<file path="src/verilog/cpu_macros.svh">
`ifndef CPU_MACROS_SVH
`define CPU_MACROS_SVH

// Word and address widths
`define DATA_WIDTH 8
`define ADDR_WIDTH 8

// First answer slot, also answer pointer reset value
`define ANSWER_BASE 8'h80

// Flags word is sign, carry, zero, parity, overflow, greater, less
`define FLAG_WIDTH 7

// Result reported on divide by zero
`define DIV_ERROR 8'hFF

`endif

</file>
<file path="src/verilog/aluPkg.sv">
package aluPkg;

    // Operation select, shared by all ALU units
    typedef enum logic [3:0] {
        ALU_ADD  = 4'h0,
        ALU_SUB  = 4'h1,
        ALU_MUL  = 4'h2,
        ALU_DIV  = 4'h3,
        ALU_MOD  = 4'h4,
        ALU_CMP  = 4'h5,
        ALU_AND  = 4'h6,
        ALU_OR   = 4'h7,
        ALU_NOTA = 4'h8,
        ALU_XOR  = 4'hA,
        ALU_NAND = 4'hB,
        ALU_NOR  = 4'hC,
        ALU_XNOR = 4'hD
    } aluOp;

    // Flags word, top bit first
    typedef struct packed {
        logic sign;
        logic carry;        // Carry out, or borrow on subtract
        logic zero;
        logic parity;       // XOR of result bits
        logic overflow;
        logic greater;      // Compare only
        logic less;         // Compare only
    } aluFlags;

endpackage

</file>
<file path="src/verilog/isaPkg.sv">
`include "cpu_macros.svh"

package isaPkg;

    // Full-byte opcodes
    localparam logic [`DATA_WIDTH-1:0] OP_HALT = 8'h00;
    localparam logic [`DATA_WIDTH-1:0] OP_INC  = 8'h01;
    localparam logic [`DATA_WIDTH-1:0] OP_DEC  = 8'h02;
    localparam logic [`DATA_WIDTH-1:0] OP_NOT  = 8'h03;
    localparam logic [`DATA_WIDTH-1:0] OP_JUMP = 8'h04;

    // Binary ops live in the high nibble, low nibble zero
    localparam logic [3:0] NIB_ADD  = 4'h1;
    localparam logic [3:0] NIB_SUB  = 4'h2;
    localparam logic [3:0] NIB_MUL  = 4'h3;
    localparam logic [3:0] NIB_DIV  = 4'h4;
    localparam logic [3:0] NIB_MOD  = 4'h5;
    localparam logic [3:0] NIB_AND  = 4'h6;
    localparam logic [3:0] NIB_OR   = 4'h7;
    localparam logic [3:0] NIB_XOR  = 4'h8;
    localparam logic [3:0] NIB_NAND = 4'h9;
    localparam logic [3:0] NIB_NOR  = 4'hA;
    localparam logic [3:0] NIB_XNOR = 4'hB;
    localparam logic [3:0] NIB_CMP  = 4'hC;

    // Same byte seen whole or as two nibbles
    typedef union packed {
        logic [`DATA_WIDTH-1:0] raw;    // Halt, unary and jump compare
        struct packed {
            logic [3:0] binOp;          // Binary op code
            logic [3:0] unOp;           // Unary code
        } nib;
    } instrWord;

    typedef enum logic {ADDR_PC, ADDR_ANSWER} addrSel;
    typedef enum logic [1:0] {WR_OPCODE, WR_RESULT, WR_FLAGS, WR_OPERAND_B} writeSel;
    typedef enum logic {B_MEMORY, B_ONE} bSel;     // B_ONE for inc and dec

endpackage

</file>
<file path="src/verilog/aluOutputStage.sv">
`timescale 1ns/1ps
`include "cpu_macros.svh"

module aluOutputStage import aluPkg::*; (
    input  aluOp                   op,
    input  logic [`DATA_WIDTH-1:0] arithResult,
    input  logic [`DATA_WIDTH-1:0] logicResult,
    input  logic                   carry,
    input  logic                   overflow,
    input  logic                   greater,
    input  logic                   less,
    input  logic                   divByZero,
    output logic [`DATA_WIDTH-1:0] aluResult,
    output aluFlags                flags
);

    logic isLogic;

    always_comb begin
        isLogic = op inside {ALU_AND, ALU_OR, ALU_NOTA, ALU_XOR, ALU_NAND, ALU_NOR, ALU_XNOR};

        if (isLogic)
            aluResult = logicResult;
        else if (op == ALU_CMP)
            aluResult = '0;                                 // Compare has no result
        else
            aluResult = arithResult;

        flags          = '0;
        flags.zero     = (aluResult == '0);
        flags.parity   = ^aluResult;
        flags.carry    = carry;                             // Zero unless add or subtract
        flags.overflow = overflow;                          // Add, subtract, multiply
        if (isLogic || op == ALU_ADD || op == ALU_SUB)
            flags.sign = aluResult[`DATA_WIDTH-1];
        if (op == ALU_CMP) begin
            flags.zero    = !greater && !less;              // A equals B
            flags.greater = greater;
            flags.less    = less;
        end

        // Divide by zero overrides everything
        if (divByZero) begin
            aluResult = `DIV_ERROR;
            flags     = aluFlags'({`FLAG_WIDTH{1'b1}});
        end
    end

endmodule

</file>
<file path="src/verilog/arithmeticUnit.sv">
`timescale 1ns/1ps
`include "cpu_macros.svh"

module arithmeticUnit import aluPkg::*; (
    input  logic [`DATA_WIDTH-1:0] operandA,
    input  logic [`DATA_WIDTH-1:0] operandB,
    input  aluOp                   op,
    output logic [`DATA_WIDTH-1:0] arithResult,
    output logic                   carry,
    output logic                   overflow,
    output logic                   greater,
    output logic                   less,
    output logic                   divByZero
);

    logic [`DATA_WIDTH:0]     sum;          // Extra bit holds carry out
    logic [`DATA_WIDTH-1:0]   diff;
    logic [2*`DATA_WIDTH-1:0] product;      // Full product, upper byte for overflow
    logic [`DATA_WIDTH-1:0]   quotient;
    logic [`DATA_WIDTH-1:0]   remainder;
    logic                     bIsZero;
    logic                     signA;
    logic                     signB;

    always_comb begin
        signA     = operandA[`DATA_WIDTH-1];
        signB     = operandB[`DATA_WIDTH-1];
        bIsZero   = (operandB == '0);
        sum       = {1'b0, operandA} + {1'b0, operandB};
        diff      = operandA - operandB;
        product   = operandA * operandB;
        quotient  = bIsZero ? '0 : operandA / operandB;     // Keep X out of the divider
        remainder = bIsZero ? '0 : operandA % operandB;

        arithResult = '0;
        carry       = 1'b0;
        overflow    = 1'b0;
        greater     = 1'b0;
        less        = 1'b0;
        divByZero   = 1'b0;

        case (op)
            ALU_ADD: begin
                arithResult = sum[`DATA_WIDTH-1:0];
                carry       = sum[`DATA_WIDTH];
                overflow    = (signA == signB) && (sum[`DATA_WIDTH-1] != signA);
            end
            ALU_SUB: begin
                arithResult = diff;
                carry       = (operandA < operandB);        // Unsigned borrow
                overflow    = (signA != signB) && (diff[`DATA_WIDTH-1] != signA);
            end
            ALU_MUL: begin
                arithResult = product[`DATA_WIDTH-1:0];
                overflow    = |product[2*`DATA_WIDTH-1:`DATA_WIDTH];
            end
            ALU_DIV: begin
                arithResult = quotient;
                divByZero   = bIsZero;
            end
            ALU_MOD: begin
                arithResult = remainder;
                divByZero   = bIsZero;
            end
            ALU_CMP: begin
                greater = (operandA > operandB);            // Unsigned compare
                less    = (operandA < operandB);
            end
            default: ;                                      // Logic ops handled elsewhere
        endcase
    end

endmodule

</file>
<file path="src/verilog/controlUnit.sv">
`timescale 1ns/1ps

module controlUnit import isaPkg::*, aluPkg::*; (
    input  logic            clock,
    input  logic            reset,
    input  instrWord        instr,          // From instruction register
    output logic            irLoad,
    output logic            aLoad,
    output logic            bLoad,
    output logic            resultLoad,     // Capture ALU result and flags
    output logic            pcInc,
    output logic            pcJump,
    output logic            answerInc,
    output logic            memRead,
    output logic            memWrite,
    output logic            done,
    output isaPkg::addrSel  addrSel,
    output isaPkg::writeSel writeSel,
    output isaPkg::bSel     bSel,
    output aluOp            op
);

    typedef enum logic [3:0] {
        S_START, S_FETCH, S_CAPTURE, S_DECODE, S_ACAP, S_BREAD, S_BCAP,
        S_EXEC, S_WROP, S_WRRES, S_WRFLAG, S_WRDIST, S_HALT
    } stateT;

    stateT state;
    stateT next;
    logic  isJump;
    logic  isIncDec;
    logic  isUnary;
    logic  isBinary;
    logic  isHalt;

    // Raw view for halt, unary, jump; nibble view for binary ops
    always_comb begin
        isJump   = (instr.raw == OP_JUMP);
        isIncDec = (instr.raw == OP_INC) || (instr.raw == OP_DEC);
        isUnary  = isIncDec || (instr.raw == OP_NOT);
        isBinary = 1'b0;
        op       = ALU_ADD;                     // Also inc
        if (instr.raw == OP_DEC)
            op = ALU_SUB;
        else if (instr.raw == OP_NOT)
            op = ALU_NOTA;
        if (instr.nib.unOp == 4'h0) begin
            isBinary = 1'b1;
            case (instr.nib.binOp)
                NIB_ADD:  op = ALU_ADD;
                NIB_SUB:  op = ALU_SUB;
                NIB_MUL:  op = ALU_MUL;
                NIB_DIV:  op = ALU_DIV;
                NIB_MOD:  op = ALU_MOD;
                NIB_AND:  op = ALU_AND;
                NIB_OR:   op = ALU_OR;
                NIB_XOR:  op = ALU_XOR;
                NIB_NAND: op = ALU_NAND;
                NIB_NOR:  op = ALU_NOR;
                NIB_XNOR: op = ALU_XNOR;
                NIB_CMP:  op = ALU_CMP;
                default:  isBinary = 1'b0;      // OP_HALT lands here too
            endcase
        end
        isHalt = !(isUnary || isJump || isBinary);  // Unknown codes halt
    end

    always_ff @(posedge clock or negedge reset) begin
        if (!reset)
            state <= S_START;
        else
            state <= next;
    end

    always_comb begin
        next       = state;
        irLoad     = 1'b0;
        aLoad      = 1'b0;
        bLoad      = 1'b0;
        resultLoad = 1'b0;
        pcInc      = 1'b0;
        pcJump     = 1'b0;
        answerInc  = 1'b0;
        memRead    = 1'b0;
        memWrite   = 1'b0;
        done       = 1'b0;
        addrSel    = ADDR_PC;
        writeSel   = WR_OPCODE;
        bSel       = B_MEMORY;
        case (state)
            S_START: next = S_FETCH;                // Keeps strobes low out of reset
            S_FETCH: begin
                memRead = 1'b1;
                pcInc   = 1'b1;
                next    = S_CAPTURE;
            end
            S_CAPTURE: begin
                irLoad = 1'b1;
                next   = S_DECODE;
            end
            S_DECODE: begin                         // Decode overlaps first operand read
                if (isHalt) begin
                    next = S_HALT;
                end else begin
                    memRead = 1'b1;
                    pcInc   = 1'b1;
                    next    = isJump ? S_BCAP : S_ACAP;
                    if (isIncDec) begin             // Immediate 1 into B
                        bLoad = 1'b1;
                        bSel  = B_ONE;
                    end
                end
            end
            S_ACAP: begin
                aLoad = 1'b1;
                next  = isBinary ? S_BREAD : S_EXEC;
            end
            S_BREAD: begin
                memRead = 1'b1;
                pcInc   = 1'b1;
                next    = S_BCAP;
            end
            S_BCAP: begin                           // Operand B or jump distance
                bLoad = 1'b1;
                next  = S_EXEC;
            end
            S_EXEC: begin
                pcJump     = isJump;
                resultLoad = !isJump;
                next       = S_WROP;
            end
            S_WROP: begin
                memWrite  = 1'b1;
                answerInc = 1'b1;
                addrSel   = ADDR_ANSWER;
                next      = isJump ? S_WRDIST : S_WRRES;
            end
            S_WRRES: begin
                memWrite  = 1'b1;
                answerInc = 1'b1;
                addrSel   = ADDR_ANSWER;
                writeSel  = WR_RESULT;
                next      = S_WRFLAG;
            end
            S_WRFLAG: begin
                memWrite  = 1'b1;
                answerInc = 1'b1;
                addrSel   = ADDR_ANSWER;
                writeSel  = WR_FLAGS;
                next      = S_FETCH;
            end
            S_WRDIST: begin
                memWrite  = 1'b1;
                answerInc = 1'b1;
                addrSel   = ADDR_ANSWER;
                writeSel  = WR_OPERAND_B;
                next      = S_FETCH;
            end
            S_HALT: done = 1'b1;                    // Frozen until reset
            default: next = S_START;
        endcase
    end

endmodule

</file>
<file path="src/verilog/datapath.sv">
`timescale 1ns/1ps
`include "cpu_macros.svh"

module datapath import isaPkg::*, aluPkg::*; (
    input  logic                   clock,
    input  logic                   reset,
    input  logic                   irLoad,
    input  logic                   aLoad,
    input  logic                   bLoad,
    input  logic                   resultLoad,
    input  logic                   pcInc,
    input  logic                   pcJump,
    input  logic                   answerInc,
    input  isaPkg::addrSel         addrSel,
    input  isaPkg::writeSel        writeSel,
    input  isaPkg::bSel            bSel,
    input  logic [`DATA_WIDTH-1:0] memReadData,
    input  logic [`DATA_WIDTH-1:0] aluResult,
    input  aluFlags                flags,
    output instrWord               instr,
    output logic [`DATA_WIDTH-1:0] operandA,
    output logic [`DATA_WIDTH-1:0] operandB,
    output logic [`ADDR_WIDTH-1:0] memAddress,
    output logic [`DATA_WIDTH-1:0] memWriteData
);

    logic [`ADDR_WIDTH-1:0] pc;
    logic [`ADDR_WIDTH-1:0] answerPtr;      // Next answer slot
    logic [`DATA_WIDTH-1:0] resultReg;
    aluFlags                flagsReg;

    always_ff @(posedge clock or negedge reset) begin
        if (!reset) begin
            pc        <= '0;
            answerPtr <= `ANSWER_BASE;
            instr     <= OP_HALT;
        end else begin
            if (pcJump)
                pc <= pc + operandB;        // PC already past the distance byte
            else if (pcInc)
                pc <= pc + 1'b1;
            if (answerInc)
                answerPtr <= answerPtr + 1'b1;
            if (irLoad)
                instr <= memReadData;
        end
    end

    // Operands and result record
    always_ff @(posedge clock) begin
        if (aLoad)
            operandA <= memReadData;
        if (bLoad)
            operandB <= (bSel == B_ONE) ? `DATA_WIDTH'(1) : memReadData;
        if (resultLoad) begin
            resultReg <= aluResult;
            flagsReg  <= flags;
        end
    end

    assign memAddress = (addrSel == ADDR_ANSWER) ? answerPtr : pc;

    always_comb begin
        case (writeSel)
            WR_OPCODE:  memWriteData = instr.raw;
            WR_RESULT:  memWriteData = resultReg;
            WR_FLAGS:   memWriteData = {{(`DATA_WIDTH-`FLAG_WIDTH){1'b0}}, flagsReg};
            default:    memWriteData = operandB;    // Jump distance
        endcase
    end

endmodule

</file>
<file path="src/verilog/logicUnit.sv">
`timescale 1ns/1ps
`include "cpu_macros.svh"

module logicUnit import aluPkg::*; (
    input  logic [`DATA_WIDTH-1:0] operandA,
    input  logic [`DATA_WIDTH-1:0] operandB,
    input  aluOp                   op,
    output logic [`DATA_WIDTH-1:0] logicResult
);

    always_comb begin
        case (op)
            ALU_AND:  logicResult = operandA & operandB;
            ALU_OR:   logicResult = operandA | operandB;
            ALU_XOR:  logicResult = operandA ^ operandB;
            ALU_NAND: logicResult = ~(operandA & operandB);
            ALU_NOR:  logicResult = ~(operandA | operandB);
            ALU_XNOR: logicResult = ~(operandA ^ operandB);
            ALU_NOTA: logicResult = ~operandA;              // NOT opcode, B ignored
            default:  logicResult = '0;                     // Arithmetic ops
        endcase
    end

endmodule

</file>
<file path="src/verilog/processor8.sv">
`timescale 1ns/1ps
`include "cpu_macros.svh"

module processor8 import isaPkg::*, aluPkg::*; (
    input  logic                   clock,
    input  logic                   reset,
    input  logic [`DATA_WIDTH-1:0] memReadData,     // Valid the cycle after memRead
    output logic [`ADDR_WIDTH-1:0] memAddress,
    output logic [`DATA_WIDTH-1:0] memWriteData,
    output logic                   memRead,
    output logic                   memWrite,
    output logic                   done
);

    logic                   irLoad;
    logic                   aLoad;
    logic                   bLoad;
    logic                   resultLoad;
    logic                   pcInc;
    logic                   pcJump;
    logic                   answerInc;
    isaPkg::addrSel         addrSel;
    isaPkg::writeSel        writeSel;
    isaPkg::bSel            bSel;
    aluOp                   op;
    instrWord               instr;
    logic [`DATA_WIDTH-1:0] operandA;
    logic [`DATA_WIDTH-1:0] operandB;
    logic [`DATA_WIDTH-1:0] arithResult;
    logic [`DATA_WIDTH-1:0] logicResult;
    logic [`DATA_WIDTH-1:0] aluResult;
    logic                   carry;
    logic                   overflow;
    logic                   greater;
    logic                   less;
    logic                   divByZero;
    aluFlags                flags;

    controlUnit controlUnit_inst (
        .clock(clock), .reset(reset), .instr(instr),
        .irLoad(irLoad), .aLoad(aLoad), .bLoad(bLoad), .resultLoad(resultLoad),
        .pcInc(pcInc), .pcJump(pcJump), .answerInc(answerInc),
        .memRead(memRead), .memWrite(memWrite), .done(done),
        .addrSel(addrSel), .writeSel(writeSel), .bSel(bSel), .op(op)
    );

    datapath datapath_inst (
        .clock(clock), .reset(reset),
        .irLoad(irLoad), .aLoad(aLoad), .bLoad(bLoad), .resultLoad(resultLoad),
        .pcInc(pcInc), .pcJump(pcJump), .answerInc(answerInc),
        .addrSel(addrSel), .writeSel(writeSel), .bSel(bSel),
        .memReadData(memReadData), .aluResult(aluResult), .flags(flags),
        .instr(instr), .operandA(operandA), .operandB(operandB),
        .memAddress(memAddress), .memWriteData(memWriteData)
    );

    // Arithmetic and logic side by side, merged in the output stage
    arithmeticUnit arithmeticUnit_inst (
        .operandA(operandA), .operandB(operandB), .op(op),
        .arithResult(arithResult), .carry(carry), .overflow(overflow),
        .greater(greater), .less(less), .divByZero(divByZero)
    );

    logicUnit logicUnit_inst (
        .operandA(operandA), .operandB(operandB), .op(op),
        .logicResult(logicResult)
    );

    aluOutputStage aluOutputStage_inst (
        .op(op), .arithResult(arithResult), .logicResult(logicResult),
        .carry(carry), .overflow(overflow), .greater(greater), .less(less),
        .divByZero(divByZero), .aluResult(aluResult), .flags(flags)
    );

endmodule
</file>
<file path="config.mk">
export PLATFORM = sky130hd
export DESIGN_NAME = processor8
export DESIGN_NICKNAME = d
export VERILOG_FILES = /design/src/verilog/aluPkg.sv /design/src/verilog/isaPkg.sv /design/src/verilog/aluOutputStage.sv /design/src/verilog/arithmeticUnit.sv /design/src/verilog/controlUnit.sv /design/src/verilog/datapath.sv /design/src/verilog/logicUnit.sv /design/src/verilog/processor8.sv
export VERILOG_INCLUDE_DIRS = /design/src /design/src/verilog
export SDC_FILE = /design/constraint.sdc
export NUM_CORES = 1
export LEC_CHECK = 0
export ABC_CLOCK_PERIOD_IN_PS = 37800
export BUFFER_PORTS_ARGS = -buffer_cell sky130_fd_sc_hd__buf_2
export CAP_MARGIN = 5
export CORE_MARGIN = 3
export CORE_UTILIZATION = 50
export CTS_BUF_LIST = sky130_fd_sc_hd__clkbuf_4
export DETAILED_ROUTE_END_ITERATION = 16
export PLACE_DENSITY = 0.75
export SLEW_MARGIN = 0
export SYNTH_ARGS = -nofsm -noshare
export SYNTH_HDL_FRONTEND = slang
export SYNTH_HIERARCHICAL = 1
export SYNTH_SLANG_ARGS = --single-unit
</file>
<file path="constraint.sdc">
create_clock -name clock -period 37.8 [get_ports clock]
set_input_delay 0 -clock clock [delete_from_list [all_inputs] [get_ports clock]]
set_output_delay 0 -clock clock [all_outputs]
set_load 0.05 [all_outputs]
</file>
# After elaboration in Yosys (flattened, before gate mapping)
# Index checks and enable logic that the tools add are counted.
totals:
  input_bits: 10
  regBits: 59
classes:
  eq_ne: 46
  n_mul: 1
  bitwise: 7
  n_lt_le_gt_ge: 2
  div: 2
  mux: 42
  add_sub_neg: 5
  n_reduce_logical: 27
op_table:
  columns: ["op", "n"]
  rows:
  - ["$eq A4 B4 Y1 const B", 15]
  - ["$mux W8", 7]
  - ["$pmux W8 S7", 1]
  - ["$eq A4 B3 Y1 const B", 12]
  - ["$pmux W4 S12", 1]
  - ["$pmux W4 S11", 1]
  - ["$pmux W8 S5", 1]
  - ["$not A8 Y8", 4]
  - ["$eq A4 B2 Y1 const B", 6]
  - ["$pmux W8 S3", 1]
  - ["$mux W1", 17]
  - ["$add A8 B1 Y8 const B", 2]
  - ["$eq A8 B2 Y1 const B", 2]
  - ["$logic_not A8 Y1", 2]
  - ["$mul A8 B8 Y16", 1]
  - ["$mux W4", 4]
  - ["$eq A4 B1 Y1 const B", 3]
  - ["$logic_not A4 Y1", 3]
  - ["$reduce_or A12 Y1", 1]
  - ["$add A8 B8 Y9", 1]
  - ["$add A8 B8 Y8", 1]
  - ["$and A8 B8 Y8", 1]
  - ["$div A8 B8 Y8", 1]
  - ["$eq A8 B1 Y1 const B", 1]
  - ["other kinds (26)", 43]

# Logic depth before layout (Yosys ltp)
depth:
  word_depth: 11
  mapped_depth: 59

# Hierarchy
# The synthesis kept the hierarchy.
modules_own_cells:
  columns: ["module", "n_inst", "cells_each", "area_each_um2"]
  rows:
  - ["arithmeticUnit", 1, 623, 4735.8]
  - ["datapath", 1, 181, 2563.7]
  - ["aluOutputStage", 1, 108, 835.8]
  - ["logicUnit", 1, 108, 775.7]
  - ["controlUnit", 1, 84, 578.1]

# Least setup slack after synthesis
# Ideal clock, no wire load.
synth_path:
  kind: "register to register"
  start: "reg datapath_inst.operandB[1]"
  end: "reg datapath_inst/flagsReg[3] (netlist bit), data pin"
  path_slack_ns: 25.719
  arrival_ns: 11.824
  stages_incl_launch_ff: 57
  path_cell_list: "edfxtp_1 -> nor4_1 -> a31oi_1 -> a31oi_1 -> ha_1 -> o21a_1 -> o211ai_1 -> o31a_1 -> inv_1 -> ha_1 -> o211ai_1 -> a2111o_1 -> or3_1 -> nand2_1 -> ha_1 -> a21oi_1 -> a21boi_0 -> o21ai_2 -> [... 21 more ...] -> a21o_1 -> ha_1 -> nand2b_1 -> a21oi_1 -> o21ai_0 -> nand2b_1 -> a31oi_1 -> o21ai_0 -> clkbuf_1 -> mux2i_1 -> o21ai_0 -> mux2i_1 -> a211oi_1 -> a221oi_2 -> ha_1 -> xor2_1 -> xnor2_1 -> nand2b_1"
synth_via:
  elab_chain_cells: 6
synth_lines:
  columns: ["item", "line", "text"]
  rows:
  - ["start, declared", "datapath.sv:22", "output logic [`DATA_WIDTH-1:0] operandB,"]
  - ["start signal, assigned", "datapath.sv:54", "operandB <= (bSel == B_ONE) ? `DATA_WIDTH'(1) : memReadData;"]
  - ["$mod A8 B8 Y8, or another cell as far along", "arithmeticUnit.sv:33", "remainder = bIsZero ? '0 : operandA % operandB;"]
  - ["$mux W8, on equally long branches", "arithmeticUnit.sv:33, arithmeticUnit.sv:32", null]
  - ["$pmux W8 S5 (*)", "arithmeticUnit.sv:42", "case (op)"]
  - ["via arithResult[6]", "processor8.sv:29", "logic [`DATA_WIDTH-1:0] arithResult;"]
  - ["$mux W8 (*)", "aluOutputStage.sv:24", "else if (op == ALU_CMP)"]
  - ["$mux W8 (*)", "aluOutputStage.sv:22", "if (isLogic)"]
  - ["$reduce_xor A8 Y1 (*)", "aluOutputStage.sv:31", "flags.parity = ^aluResult;"]
  - ["end signal, assigned", "datapath.sv:57", "flagsReg <= flags;"]
  - ["end, declared", "datapath.sv:30", "aluFlags flagsReg;"]
# The timed path passes the listed nets; every way through them passes the cells marked *.
# A chain may end at the register's enable or synchronous reset.

# Final worst setup path
layout_path:
  start: "reg datapath_inst.operandB[7]"
  end: "reg datapath_inst/flagsReg[3] (netlist bit), data pin"
# Same word-level chain as after synthesis.

==> results.md <==
* Net Count, Synth at around 1300
* Top Layer Used: met4
* Synth Area in Adders at around 24%
* Ys flop type: edfxtp_1
* Largest family of logic cells by synthesized area: adder cells
* Layout cells sized above 1 at about 11%
* Largest net degree at the start of global routing at 58
* Initial core utilization at 51.8%
* Critical path class: reg -> reg
* Synth Area per Inst at ~8.6 um^2
* Final period demand of the worst path at 13.83 ns
* Post-layout nets at 1284
* Reported leakage power at 0.00446 uW
* Compound-Gate Fraction of Synth Area at 20.0%
* Hold Vio Cnt, Final at 0
* Fin Setup TNS at 0 ns
* M1 WL at around 11000 um
* Cts bufs inserted at 9
* Max Slew Vio Count at 0
* Die area at 20700 um^2
* Slew Limit Headroom at about 12%
* GR Overflow Total at 0
* Clock Sinks at 59
* Vias in the first global route at between 8000 and 9000
* Reg clk slew, reported paths at 0.11 ns
* Final setup vio count at 0
* Final GP Congestion at 0.924
* Global-route wire length before repair at 40300 um
* DR vias at slightly above 8000
* Mapped Cells at 1104
* Slowest cell on the critical path: edfxtp_1
* TritonCTS clock tree: built
* Post-synth ARST share at 47.5%
* Num ports at 29
* Worst setup SP type: flop
* GRT Total Usage at 24.1%
* CP peak stage delay at 0.69 ns
* Synth warnings at 6
* Drt first pass iters at 7
* Htree depth at 3
* Worst reg-to-reg path cell count at 53
* Final WL at 24300 um
* Vias/cell at 6.16
* Initial drt markers at 692
* Sequential-to-total area share from yosys stat at 17.2%
* Antenna violation net count after detailed routing at 0
* Fmax at around 72 MHz
* FF-to-FF End: datapath_inst/flagsReg[3]
* Synth Register Bits at 59
* Deepest clock path buffer count at 2
* Post-Synth XOR/XNOR Area at 4.06%
* DIE HEIGHT at 144 um
* Worst Path Max Fanout at 16
* Status: complete, no violations
* DR WL met2 at 11500 um
* Maxcap violations at 0
* Most frequent cells in the layout: inv_1 (121), ha_1 (119), nor2_1 (95)
* Commonest non-fill, non-tap cell in the layout: inv_1
* Crit path arrival time at 13.99 ns
* Worst EP required at 37.96 ns
* EDFF count, synth at 31
* Netlist cell types at between 90 and 100
* Hold WC Path Type: in -> async
* Worst-Margin Slew at 1.31 ns
* Post-Syn Area at 9490 um^2
* Initial antenna violation count at 0
* Post-synthesis simple-gate area fraction at 18.4%
* Core Util, Final at 54.7%
* Clk_lat worst skew at between 0.4 and 0.5 ns
* I/O Buffers at 28
* Reg2reg start: datapath_inst/operandB[7]
* WL/cell at 18.0 um
* Pwr dens at roughly 75 nW/um^2
* RSZ-0062 raised after global routing: no
* Final period util at 36.6%
* Die width at 144 um
* Area delta synth->final at 5.67%
* Row cnt at 49
* Root Driver: clkbuf_4
* Post-detail-place hpwl at 18100 um
* Worst vdd rail ir drop at 0.0000809 V
* Setup crit end kind: flop
* WL met3 at 1530 um
* Clock skew at 0.0141 ns
* Worst reg-to-reg setup slack at 23.97 ns
* Post-CTS Resized at 0
* # diodes at 0
* Most used cell, CP: ha_1
* Hold_ws at 0.161 ns
* Core box area at 18300 um^2
* DRC Markers at 0
* Mux share of post-synthesis cell area at 8.69%
## critical path: cells and delay by family (launching register included)
kind	cells	cell delay, ns
compound gates	27	6.51
buf+inv	2	0.28
simple gates	10	1.93
mux	4	1.28
xor+xnor	2	0.37
flops	1	0.69
fa+ha+maj	8	2.50
## power breakdown
group          total (uW)  leakage [uW]  switching (uW)  internal, uW
registers             129      0.000628            35.7          93.2
clock network        50.5     0.0000796            24.0          26.6
logic                 569       0.00375             339           230
## layout make-up
type	instances	area [um^2]
clock inverter	7	92.6
fill	1620	8300
inverter	122	458
tap	229	287
sequential	59	1630
multi-input combinational	874	7170
timing repair buffer	49	320
clock buffer	9	67.6
## cell families after synthesis
logic type / Yosys count
AOI/OAI and AO/OA: 263
xor gates and xnor gates: 44
adders and majority gates: 159
buffers and inverters: 171
DFF: 59
muxes: 69
and+or+nand+nor: 339
## per-stage QoR
step | power [uW] | worst slack, ns | instances | area [um^2]
after CTS | 746 | 24.11 | 1349 | 10000
after global routing | 823 | 22.72 | 1349 | 10000
after global placement | 675 | 24.64 | 1324 | 9780
after floorplan | 571 | 25.72 | 1104 | 9490
final | 748 | 23.97 | 1349 | 10000
after detailed placement | 688 | 24.14 | 1324 | 9780
## Yosys cell counts (11+ instances only)
cell | count | area share [%]
edfxtp_1 | 31 | 9.8
o21a_1 | 13 | 1.0
and2_1 | 18 | 1.2
fa_1 | 40 | 8.4
a31oi_1 | 11 | 0.73
ha_1 | 119 | 16
clkbuf_1 | 24 | 0.95
o21ai_0 | 50 | 2.6
nand2b_1 | 25 | 1.6
a21oi_1 | 42 | 2.2
nand2_1 | 58 | 2.3
dfrtp_1 | 27 | 7.1
nor3_1 | 34 | 1.8
nor2b_1 | 20 | 1.3
xnor2_1 | 21 | 1.9
inv_1 | 121 | 4.8
nand3_1 | 24 | 1.3
xor2_1 | 23 | 2.1
nor2_1 | 96 | 3.8
o221ai_1 | 17 | 1.6
a211oi_1 | 18 | 1.4
buf_2 | 13 | 0.69
mux2_2 | 25 | 3.0
mux2i_1 | 34 | 3.6
a21o_1 | 20 | 1.6
## flip-flops by register name, indices dropped and copies added (netlist names)
name	cells
datapath_inst/operandA	8
datapath_inst/resultReg	8
datapath_inst/answerPtr	8
datapath_inst/flagsReg	7
controlUnit_inst/state	4
datapath_inst/operandB	8
datapath_inst/instr	8
datapath_inst/pc	8
## layer usage
metal | track usage, % | vias up
li1 | - | 4016
met1 | 33.1 | 3940
met2 | 40.6 | 308
met3 | 2.33 | 48
met4 | 7.09 | 0
met5 | 0 | -
## worst max-delay path by stage
stage | start | to | slack (ns) | depth (start not counted)
6_report | datapath_inst/operandB[7] | datapath_inst/flagsReg[3] | 23.97 | 53
2_1_floorplan | datapath_inst/operandB[1] | datapath_inst/flagsReg[3] | 25.72 | 56
5_1_grt | datapath_inst/operandB[0] | datapath_inst/flagsReg[3] | 22.72 | 54
4_1_cts | datapath_inst/operandB[0] | datapath_inst/flagsReg[3] | 24.11 | 53
3_3_place_gp | datapath_inst/operandB[7] | datapath_inst/flagsReg[3] | 24.64 | 54
3_5_place_dp | datapath_inst/operandB[0] | datapath_inst/flagsReg[3] | 24.14 | 53
## repair_timing
action,4_1_cts,5_1_grt
setup buffers,0,0
hold endpoints to repair,52,0
hold buffers,9,0
(Power assumes the default switching activity.)
